==> src/switch_consts.svh <==
`ifndef SWITCH_CONSTS_SVH
`define SWITCH_CONSTS_SVH

// number of input and output ports
`define SW_PORTS 4

// cell payload width
`define SW_DATA_W 16

// slots per voq, also the upstream credits per voq
`define SW_VOQ_DEPTH 4

// downstream credits per output after reset
`define SW_OUT_CREDITS 2

`endif

==> src/switch_pkg.sv <==
`default_nettype none

`include "switch_consts.svh"

package switch_pkg;

    typedef logic [$clog2(`SW_PORTS)-1:0] port_idx_t;

    // one bit per port
    typedef logic [`SW_PORTS-1:0] port_vec_t;

    typedef logic [`SW_DATA_W-1:0] cell_data_t;

    // wide enough for a full voq count
    typedef logic [$clog2(`SW_VOQ_DEPTH):0] credit_cnt_t;

    typedef enum logic {
        ACC_IDLE,
        ACC_MATCHED
    } accept_state_e;

endpackage

`default_nettype wire

==> src/sched_if.sv <==
`default_nettype none

`include "switch_consts.svh"

interface sched_if;
    import switch_pkg::*;

    // [input][dest]
    port_vec_t voq_nonempty [`SW_PORTS];
    port_vec_t out_ready;

    // per input
    port_vec_t accept_valid;
    port_idx_t accept_dest [`SW_PORTS];

    // per output
    port_vec_t out_grant;
    port_idx_t out_src [`SW_PORTS];

    modport voq (
        output voq_nonempty,
        input  accept_valid,
        input  accept_dest
    );

    modport sched (
        input  voq_nonempty,
        input  out_ready,
        output accept_valid,
        output accept_dest,
        output out_grant,
        output out_src
    );

    modport fabric (
        input out_grant,
        input out_src
    );

    modport out (
        output out_ready,
        input  out_grant
    );

endinterface

`default_nettype wire

==> src/crossbar_fabric.sv <==
`default_nettype none

`include "switch_consts.svh"

module crossbar_fabric (
    input  logic                                     clk,
    input  logic                                     rst,
    input  switch_pkg::cell_data_t [`SW_PORTS-1:0]   head_data,
    sched_if.fabric                                  fif,
    output switch_pkg::port_vec_t                    xbar_valid,
    output switch_pkg::cell_data_t [`SW_PORTS-1:0]   xbar_data,
    output switch_pkg::port_idx_t  [`SW_PORTS-1:0]   xbar_src
);
    import switch_pkg::*;

    always_ff @(posedge clk) begin
        if (rst) begin
            xbar_valid <= '0;
        end else begin
            xbar_valid <= fif.out_grant;
        end
    end

    // mux per output, selected by the matched input
    always_ff @(posedge clk) begin
        for (int o = 0; o < `SW_PORTS; o++) begin
            if (fif.out_grant[o]) begin
                xbar_data[o] <= head_data[fif.out_src[o]];
                xbar_src[o]  <= fif.out_src[o];
            end
        end
    end

endmodule

`default_nettype wire

==> src/crossbar_sched.sv <==
`default_nettype none

`include "switch_consts.svh"

module crossbar_sched (
    input  logic   clk,
    input  logic   rst,
    sched_if.sched sif
);
    import switch_pkg::*;

    port_idx_t     grant_ptr [`SW_PORTS];
    port_idx_t     accept_ptr [`SW_PORTS];
    accept_state_e acc_state [`SW_PORTS];

    // requests seen by each output, bit per input
    port_vec_t     req_col [`SW_PORTS];
    // grant_to[o][i] and its transpose grant_in[i][o]
    port_vec_t     grant_to [`SW_PORTS];
    port_vec_t     grant_in [`SW_PORTS];

    // first set bit at or after ptr, wrapping
    function automatic port_idx_t rr_pick(input port_vec_t req, input port_idx_t ptr);
        port_idx_t idx;
        port_idx_t pick;
        logic      found;
        pick  = ptr;
        found = 1'b0;
        for (int k = 0; k < `SW_PORTS; k++) begin
            idx = ptr + port_idx_t'(k);
            if (!found && req[idx]) begin
                pick  = idx;
                found = 1'b1;
            end
        end
        return pick;
    endfunction

    // grant stage, only outputs holding a credit
    always_comb begin
        for (int o = 0; o < `SW_PORTS; o++) begin
            grant_to[o] = '0;
            for (int i = 0; i < `SW_PORTS; i++) begin
                req_col[o][i] = sif.voq_nonempty[i][o] && sif.out_ready[o];
            end
            if (|req_col[o]) begin
                grant_to[o][rr_pick(req_col[o], grant_ptr[o])] = 1'b1;
            end
        end
    end

    // accept stage
    always_comb begin
        for (int i = 0; i < `SW_PORTS; i++) begin
            for (int o = 0; o < `SW_PORTS; o++) begin
                grant_in[i][o] = grant_to[o][i];
            end
            sif.accept_valid[i] = |grant_in[i];
            sif.accept_dest[i]  = rr_pick(grant_in[i], accept_ptr[i]);
            acc_state[i]        = sif.accept_valid[i] ? ACC_MATCHED : ACC_IDLE;
        end
    end

    always_comb begin
        sif.out_grant = '0;
        for (int o = 0; o < `SW_PORTS; o++) begin
            sif.out_src[o] = '0;
        end
        for (int i = 0; i < `SW_PORTS; i++) begin
            if (sif.accept_valid[i]) begin
                sif.out_grant[sif.accept_dest[i]] = 1'b1;
                sif.out_src[sif.accept_dest[i]]   = port_idx_t'(i);
            end
        end
    end

    // pointers go one past the matched partner
    always_ff @(posedge clk) begin
        if (rst) begin
            for (int p = 0; p < `SW_PORTS; p++) begin
                grant_ptr[p]  <= '0;
                accept_ptr[p] <= '0;
            end
        end else begin
            for (int p = 0; p < `SW_PORTS; p++) begin
                if (sif.out_grant[p]) begin
                    grant_ptr[p] <= sif.out_src[p] + port_idx_t'(1);
                end
                if (acc_state[p] == ACC_MATCHED) begin
                    accept_ptr[p] <= sif.accept_dest[p] + port_idx_t'(1);
                end
            end
        end
    end

endmodule

`default_nettype wire

==> src/output_port.sv <==
`default_nettype none

`include "switch_consts.svh"

module output_port (
    input  logic                                     clk,
    input  logic                                     rst,
    input  switch_pkg::port_vec_t                    xbar_valid,
    input  switch_pkg::cell_data_t [`SW_PORTS-1:0]   xbar_data,
    input  switch_pkg::port_idx_t  [`SW_PORTS-1:0]   xbar_src,
    input  switch_pkg::port_vec_t                    out_credit,
    sched_if.out                                     oif,
    output switch_pkg::port_vec_t                    out_valid,
    output switch_pkg::cell_data_t [`SW_PORTS-1:0]   out_data,
    output switch_pkg::port_idx_t  [`SW_PORTS-1:0]   out_src
);
    import switch_pkg::*;

    credit_cnt_t credit [`SW_PORTS];

    // a grant spends the credit, downstream pulses refill
    always_ff @(posedge clk) begin
        if (rst) begin
            for (int o = 0; o < `SW_PORTS; o++) begin
                credit[o] <= credit_cnt_t'(`SW_OUT_CREDITS);
            end
        end else begin
            for (int o = 0; o < `SW_PORTS; o++) begin
                credit[o] <= credit[o] + credit_cnt_t'(out_credit[o])
                             - credit_cnt_t'(oif.out_grant[o]);
            end
        end
    end

    always_comb begin
        for (int o = 0; o < `SW_PORTS; o++) begin
            oif.out_ready[o] = (credit[o] != '0);
        end
    end

    always_ff @(posedge clk) begin
        if (rst) begin
            out_valid <= '0;
        end else begin
            out_valid <= xbar_valid;
        end
    end

    always_ff @(posedge clk) begin
        for (int o = 0; o < `SW_PORTS; o++) begin
            if (xbar_valid[o]) begin
                out_data[o] <= xbar_data[o];
                out_src[o]  <= xbar_src[o];
            end
        end
    end

endmodule

`default_nettype wire

==> src/switch_top.sv <==
`default_nettype none

`include "switch_consts.svh"

module switch_top (
    input  logic                                     clk,
    input  logic                                     rst,
    input  switch_pkg::port_vec_t                    in_valid,
    input  switch_pkg::port_idx_t  [`SW_PORTS-1:0]   in_dest,
    input  switch_pkg::cell_data_t [`SW_PORTS-1:0]   in_data,
    output switch_pkg::port_vec_t                    in_credit,
    output switch_pkg::port_idx_t  [`SW_PORTS-1:0]   in_credit_dest,
    output switch_pkg::port_vec_t                    out_valid,
    output switch_pkg::cell_data_t [`SW_PORTS-1:0]   out_data,
    output switch_pkg::port_idx_t  [`SW_PORTS-1:0]   out_src,
    input  switch_pkg::port_vec_t                    out_credit
);
    import switch_pkg::*;

    cell_data_t [`SW_PORTS-1:0] head_data;
    port_vec_t                  xbar_valid;
    cell_data_t [`SW_PORTS-1:0] xbar_data;
    port_idx_t  [`SW_PORTS-1:0] xbar_src;

    sched_if sif ();

    voq_bank u_voq_bank (
        .clk            (clk),
        .rst            (rst),
        .in_valid       (in_valid),
        .in_dest        (in_dest),
        .in_data        (in_data),
        .in_credit      (in_credit),
        .in_credit_dest (in_credit_dest),
        .head_data      (head_data),
        .sched          (sif)
    );

    crossbar_sched u_crossbar_sched (
        .clk (clk),
        .rst (rst),
        .sif (sif)
    );

    crossbar_fabric u_crossbar_fabric (
        .clk        (clk),
        .rst        (rst),
        .head_data  (head_data),
        .fif        (sif),
        .xbar_valid (xbar_valid),
        .xbar_data  (xbar_data),
        .xbar_src   (xbar_src)
    );

    output_port u_output_port (
        .clk        (clk),
        .rst        (rst),
        .xbar_valid (xbar_valid),
        .xbar_data  (xbar_data),
        .xbar_src   (xbar_src),
        .out_credit (out_credit),
        .oif        (sif),
        .out_valid  (out_valid),
        .out_data   (out_data),
        .out_src    (out_src)
    );

endmodule

`default_nettype wire

==> src/voq_bank.sv <==
`default_nettype none

`include "switch_consts.svh"

module voq_bank (
    input  logic                                     clk,
    input  logic                                     rst,
    input  switch_pkg::port_vec_t                    in_valid,
    input  switch_pkg::port_idx_t  [`SW_PORTS-1:0]   in_dest,
    input  switch_pkg::cell_data_t [`SW_PORTS-1:0]   in_data,
    output switch_pkg::port_vec_t                    in_credit,
    output switch_pkg::port_idx_t  [`SW_PORTS-1:0]   in_credit_dest,
    output switch_pkg::cell_data_t [`SW_PORTS-1:0]   head_data,
    sched_if.voq                                     sched
);
    import switch_pkg::*;

    localparam int PTR_W = $clog2(`SW_VOQ_DEPTH);

    cell_data_t     mem [`SW_PORTS][`SW_PORTS][`SW_VOQ_DEPTH];
    logic [PTR_W-1:0] head_ptr [`SW_PORTS][`SW_PORTS];
    logic [PTR_W-1:0] tail_ptr [`SW_PORTS][`SW_PORTS];
    credit_cnt_t    fill [`SW_PORTS][`SW_PORTS];

    // [input][dest] write and read strobes
    port_vec_t      wr_hit [`SW_PORTS];
    port_vec_t      rd_hit [`SW_PORTS];

    always_comb begin
        for (int i = 0; i < `SW_PORTS; i++) begin
            for (int d = 0; d < `SW_PORTS; d++) begin
                wr_hit[i][d] = in_valid[i] && (in_dest[i] == port_idx_t'(d));
                rd_hit[i][d] = sched.accept_valid[i] && (sched.accept_dest[i] == port_idx_t'(d));
                sched.voq_nonempty[i][d] = (fill[i][d] != '0);
            end
        end
    end

    always_ff @(posedge clk) begin
        if (rst) begin
            for (int i = 0; i < `SW_PORTS; i++) begin
                for (int d = 0; d < `SW_PORTS; d++) begin
                    head_ptr[i][d] <= '0;
                    tail_ptr[i][d] <= '0;
                    fill[i][d]     <= '0;
                end
            end
        end else begin
            for (int i = 0; i < `SW_PORTS; i++) begin
                for (int d = 0; d < `SW_PORTS; d++) begin
                    if (wr_hit[i][d]) begin
                        tail_ptr[i][d] <= tail_ptr[i][d] + PTR_W'(1);
                    end
                    if (rd_hit[i][d]) begin
                        head_ptr[i][d] <= head_ptr[i][d] + PTR_W'(1);
                    end
                    fill[i][d] <= fill[i][d] + credit_cnt_t'(wr_hit[i][d])
                                  - credit_cnt_t'(rd_hit[i][d]);
                end
            end
        end
    end

    // upstream credit keeps writes off a full voq
    always_ff @(posedge clk) begin
        for (int i = 0; i < `SW_PORTS; i++) begin
            for (int d = 0; d < `SW_PORTS; d++) begin
                if (wr_hit[i][d]) begin
                    mem[i][d][tail_ptr[i][d]] <= in_data[i];
                end
            end
        end
    end

    // head of the accepted voq, read in the accept cycle
    always_comb begin
        for (int i = 0; i < `SW_PORTS; i++) begin
            head_data[i] = mem[i][sched.accept_dest[i]]
                              [head_ptr[i][sched.accept_dest[i]]];
        end
    end

    always_ff @(posedge clk) begin
        if (rst) begin
            in_credit <= '0;
        end else begin
            in_credit <= sched.accept_valid;
        end
    end

    always_ff @(posedge clk) begin
        for (int i = 0; i < `SW_PORTS; i++) begin
            in_credit_dest[i] <= sched.accept_dest[i];
        end
    end

endmodule

`default_nettype wire
==> config.mk <==
export PLATFORM = sky130hd
export DESIGN_NAME = switch_top
export DESIGN_NICKNAME = d
export VERILOG_FILES = /design/src/switch_pkg.sv /design/src/sched_if.sv /design/src/crossbar_fabric.sv /design/src/crossbar_sched.sv /design/src/output_port.sv /design/src/switch_top.sv /design/src/voq_bank.sv
export VERILOG_INCLUDE_DIRS = /design/src
export SDC_FILE = /design/constraint.sdc
export NUM_CORES = 2
export LEC_CHECK = 0
export BUFFER_PORTS_ARGS = -buffer_cell sky130_fd_sc_hd__buf_2
export CAP_MARGIN = 20
export CELL_PAD_IN_SITES_DETAIL_PLACEMENT = 1
export CELL_PAD_IN_SITES_GLOBAL_PLACEMENT = 1
export CORE_UTILIZATION = 50
export CTS_CLUSTER_SIZE = 25
export DETAILED_ROUTE_END_ITERATION = 7
export PLACE_DENSITY_LB_ADDON = 0.1
export SLEW_MARGIN = 15
export SYNTH_ARGS = -nofsm -noshare
export SYNTH_HDL_FRONTEND = slang
export SYNTH_SLANG_ARGS = --single-unit
==> constraint.sdc <==
create_clock -name clk -period 7.5 [get_ports clk]
set_input_delay 0.75 -clock clk [delete_from_list [all_inputs] [get_ports clk]]
set_output_delay 0.75 -clock clk [all_outputs]
set_load 0.05 [all_outputs]
Yosys cells after proc, flatten, opt, wreduce, memory -nomap -nowiden. Memory sizes are Yosys's and may differ from the RTL's. Cells that the tools add are included.

Register bits after elaboration: 164. Bits in writable memories: 1164. Bits of input ports: 82. Output and inout port bits: 88. Logic and storage cells: 943. Memories kept: 7.

Memory list: u_voq_bank.mem (depth 4, width 256, rd ports 4, clocked after memory_dff 0, wr ports 4, line voq_bank.sv:20) `` cell_data_t mem [`SW_PORTS][`SW_PORTS][`SW_VOQ_DEPTH]; ``; u_voq_bank.fill (depth 4, width 12, rd ports 4, clocked after memory_dff 0, wr ports 4, line voq_bank.sv:23) `` credit_cnt_t fill [`SW_PORTS][`SW_PORTS]; ``; u_voq_bank.head_ptr (depth 4, width 8, rd ports 4, clocked after memory_dff 0, wr ports 4, line voq_bank.sv:21) `` logic [PTR_W-1:0] head_ptr [`SW_PORTS][`SW_PORTS]; ``; u_voq_bank.tail_ptr (depth 4, width 8, rd ports 4, clocked after memory_dff 0, wr ports 4, line voq_bank.sv:22) `` logic [PTR_W-1:0] tail_ptr [`SW_PORTS][`SW_PORTS]; ``; u_output_port.credit (depth 4, width 3, rd ports 4, clocked after memory_dff 0, wr ports 4, line output_port.sv:19) `` credit_cnt_t credit [`SW_PORTS]; ``; u_crossbar_sched.accept_ptr (depth 4, width 2, rd ports 4, clocked after memory_dff 0, wr ports 4, line crossbar_sched.sv:13) `` port_idx_t accept_ptr [`SW_PORTS]; ``; 1 more memories.

Add/sub/neg operators: 104. Magnitude comparators: 95. Equal/unequal tests: 24. Muxes and demuxes: 440. Bitwise operators: 91. Reductions and logical operators: 159.

Operator list (number): $mux 64 (24); $bmux 64 s2 (4); $demux 16 s2 (16); $mux 16 (28); $bmux 16 s2 (8); $mux 1 (203); $mux 2 (79); $lt 2x3->1 const B (44); $logic_and 1x1->1 (99); $add 2x1->2 const B (48); $ge 3x3->1 const B (24); $not 2->3 (24); $bmux 1 s2 (32); $add 3x1->3 (20); $mux 3 (20); $or 1x1->1 (60); $reduce_bool 3->1 (20); $sub 3x1->3 (20); $lt 3x1->1 const B (19); $add 2x2->2 const B (16); $eq 2x2->1 const B (16); $mux 4 (8); $reduce_or 4->1 (8); $logic_not 1->1 (24); other kinds (13) (49).

Depth between registers and ports, before layout. An unclocked memory read counts as a cell.

Word-level depth: 51. Mapped depth: 23. Gate-level depth less buffers: 20.

Hierarchy. Synthesis repeated with hierarchy kept, for this count alone.

Cells, all modules: 2836. Area, all modules: 55363.1 um^2.

By module, submodules not included: voq_bank (times used 1, cells each 2235, area each 46166.8 um^2, sequential area each 33872.5 um^2); crossbar_fabric (times used 1, cells each 160, area each 3963.8 um^2, sequential area each 2242.2 um^2); output_port (times used 1, cells each 138, area each 2934.1 um^2, sequential area each 2482.4 um^2); crossbar_sched (times used 1, cells each 303, area each 2298.5 um^2, sequential area each 480.5 um^2).

Least setup slack after synthesis. OpenSTA, ideal clock, no wires.

Path type: register -> register. Start: memory u_voq_bank.fill[0][1] (netlist bit). End: memory u_output_port.credit[0][2] (netlist bit). Setup time: 128 ps. Arrival time: 4836 ps. Data required time: 7372 ps. Slack: 2536 ps. Cell stages (with the launch flop): 24. Buffers on the path: 3. Period minus slack after synthesis: 4964 ps. Cell sequence: dfxtp_1 > or3_1 > o22ai_1 > o2bb2ai_1 > and2_1 > o22ai_1 > a22oi_1 > o21a_1 > buf_2 > buf_2 > buf_2 > inv_1 > ha_1 > nand2_1 > nand2_1 > nor3_1 > inv_1 > ha_1 > inv_1 > ha_1 > fa_1 > xnor2_1 > xnor2_1 > nor2_1.

RTL lines (line): start, declared (voq_bank.sv:23); end, declared (output_port.sv:19).

==> results.yml <==
routing:
  drc: 0
  met2_length_um: 79600
  viasPerCell: 6.16
  routed_wl_um: 163000
  drt-wirelength-per-cell_um: 29.8
  drtIter0Drc: 2984
  first_pass_iters: 5
  vias: 33736
  met1_length_um: 67500
  drtAntennaViolNets: 0
  top_layer: "met5"
  wl_met3_um: 10400
final_layout:
  layout_common_cells: "edfxtp_1 (1,248), mux2i_1 (521), nand2_1 (211)"
  fill_cells: 10428
  final_common_cell: "edfxtp_1"
  drive_gt1_share_pct: 14.7
  finalNetCount: 4081
  syn2layout_area_growth_pct: 12.5
timing:
  min_period_ns: 6.49
  finalMaxSlewViolations: 0
  relSlewSlack_pct: 18.5
  worstMarginPinSlew_ns: 1.22
  tns_ns: 0
  fmaxAchievable_ghz: 0.154
  skew_ns: 0.0234
  finalSetupViolations: 0
  rsz0062_at_grt: "no"
  hold_viol_final: 0
  final.period_utilization_pct: 86.5
floorplan:
  core_area_um2: 112000
  ios: 170
  initial_core_util_pct: 50.4
  die_x_um: 339
  dieArea_um2: 115000
  std_cell_rows: 123
  die_y_um: 339
critical_path:
  critPathKind: "register to register"
  startpoint_type: "register"
  cp-end-kind: "register"
  worstPathArrival_ns: 7.11
  cp_max_fo: 32
  worstPathCellList: "nor3_2, o31ai_1, a2111oi_2, o22ai_1, a222oi_1, inv_1, buf_4, ha_1, nand2_1, buf_4, nand2_1, nor3_1, inv_1, buf_4, ha_1, inv_1, ha_1, fa_1, xnor2_1, xnor2_1, nor2_1"
  cp_slowest_cell: "a2111oi_2"
  worstPathRequired_ns: 8.12
  cpPeakStageDelay_ns: 0.80
logic_synthesis:
  async_reset_ff_share_pct: 0
  seq_area_frac_synth_pct: 69.0
  synth_edf_count: 1248
  syn_area_per_cell_um2: 15.5
  syn_area_um2: 56700
  synth_cell_type_count: 88
  ys_seq_elements: 1328
  synthesis.nets: 3872
  synthFlopType: "edfxtp_1"
  syn-instance-count: 3657
  ys_warn_count: 0
placed_design:
  gp_congestion: 0.908
  portBuffers: 169
  dp_hpwl_um: 107000
global_route:
  first_global_vias: 35260
  grt_pass1_wl_um: 237000
  grt_max_degree: 137
  antenna_found_initial: 15
  grt_overflow: 0
  grt_use_total_pct: 28.3
clock_tree:
  path_clk_slew_ns: 0.06
  clock_sinks: 1328
  cts_root_buf: "clkbuf_16"
  cts-htree-levels: 4
  cts.path.max_buffers: 3
  clkLatencyLatePin_ns: 0.76
  cts_resized: 0
  cts_tree: "built"
  numCtsBuffers: 141
  cts_hold_buf: 0
  cts_setup_buffers: 0
hold_path:
  hold_class: "input port to register"
run_status:
  status: "finished clean"
flow_run:
  drv_cap: 0
==> flip-flops by register name, indices dropped and copies added, names as in the netlist <==
| register | count |
|---|---|
| u_output_port.out_valid | 4 |
| u_voq_bank.in_credit | 4 |
| u_voq_bank.in_credit_dest | 8 |
| u_voq_bank.fill | 48 |
| u_crossbar_fabric.xbar_data | 64 |
| u_output_port.out_data | 64 |
| u_voq_bank.head_ptr | 32 |
| u_crossbar_fabric.xbar_src | 8 |
| u_voq_bank.tail_ptr | 32 |
| u_crossbar_sched.accept_ptr | 8 |
| u_output_port.credit | 12 |
| u_crossbar_fabric.xbar_valid | 4 |
| u_crossbar_sched.grant_ptr | 8 |
| u_output_port.out_src | 8 |
| u_voq_bank.mem | 1024 |
==> synth_stat cells, drive strengths merged (8+ instances only) <==
cell | count | area share (%)
nor3 | 38 | 0.50
o31ai | 66 | 0.87
a211oi | 21 | 0.30
buf | 91 | 1.0
o211ai | 16 | 0.21
o221ai | 65 | 1.0
nor4b | 35 | 0.54
mux2i | 526 | 9.3
nor4 | 12 | 0.18
nor3b | 8 | 0.11
a21oi | 40 | 0.36
nand2b | 25 | 0.28
a221oi | 62 | 0.96
a32oi | 32 | 0.49
nor2b | 26 | 0.29
nand3 | 12 | 0.11
o21ai | 77 | 0.69
and2 | 112 | 1.2
edfxtp | 1248 | 66
or3 | 8 | 0.088
nor2 | 122 | 0.86
xnor2 | 41 | 0.63
or2 | 26 | 0.29
a21boi | 9 | 0.12
o22ai | 40 | 0.44
fa | 20 | 0.71
clkbuf | 97 | 0.65
ha | 113 | 2.5
nand2 | 212 | 1.4
dfxtp | 80 | 2.8
inv | 126 | 0.83
mux2 | 66 | 1.3
a211o | 17 | 0.26
a311oi | 34 | 0.53
a31oi | 32 | 0.35
xor2 | 18 | 0.28
a21o | 17 | 0.23
==> layer usage <==
metal | global-route usage [%] | vias up
li1 | - | 14599
met1 | 36.9 | 17534
met2 | 47.4 | 1292
met3 | 4.82 | 305
met4 | 10.6 | 6
met5 | 0 | -
==> critical path: cells and delay by family (launching register included) <==
family,cells,cell delay (ns)
buffers and inverters,6,1.06
adder cells (fa/ha/maj),4,1.21
flip-flops,1,0.35
XOR/XNOR,2,0.35
AND/OR/NAND/NOR,5,1.65
AO/OA/AOI/OAI,4,1.72
==> metrics by stage <==
step | utilization (%) | setup slack (ns) | instances | instance area [um2] | hold WS [ns]
2_1_floorplan | - | 2.54 | 3657 | 56700 | 0.400
3_3_place_gp | 52.6 | 1.38 | 5207 | 59100 | 0.410
3_5_place_dp | 52.6 | 1.16 | 5211 | 59100 | 0.406
4_1_cts | 56.6 | 1.11 | 5462 | 63600 | 0.328
5_1_grt | 56.7 | 0.636 | 5475 | 63700 | 0.361
6_report | 56.8 | 1.01 | 5480 | 63800 | 0.370
==> path summary, 6_finish.rpt <==
path / start / end / slack (ns) / cells past startpoint
min reg2reg: u_crossbar_fabric.xbar_data[42] / u_output_port.out_data[42] / 0.41 / 0
max reg2reg: u_voq_bank.fill[0][7] / u_output_port.credit[0][2] / 1.01 / 21
max: u_voq_bank.fill[0][7] / u_output_port.credit[0][2] / 1.01 / 21
min: in_data[23] / u_voq_bank.mem[1][231] / 0.37 / 1
==> final cells by class <==
class	instances	area [um2]	share of cell area, %
antenna	6	15.0	0.0235
clock buffer	175	3790	5.95
clock inverter	76	648	1.02
inverter	127	477	0.748
multi-input combinational	2014	16300	25.5
sequential	1328	39100	61.3
tap	1500	1880	2.94
timing repair buffer	254	1630	2.55
==> cell families after synthesis <==
family	count (synthesis)	share of synthesized area [%]
flip-flops	1328	69.0
buffers and inverters	315	2.51
AND/OR/NAND/NOR	653	6.11
AO/OA/AOI/OAI	577	7.63
multiplexers	592	10.7
adder cells (fa/ha/maj)	133	3.20
XOR/XNOR	59	0.912
Power is not shown: default switching activity piles up to over one toggle a cycle in this logic, so the estimate is an artifact.
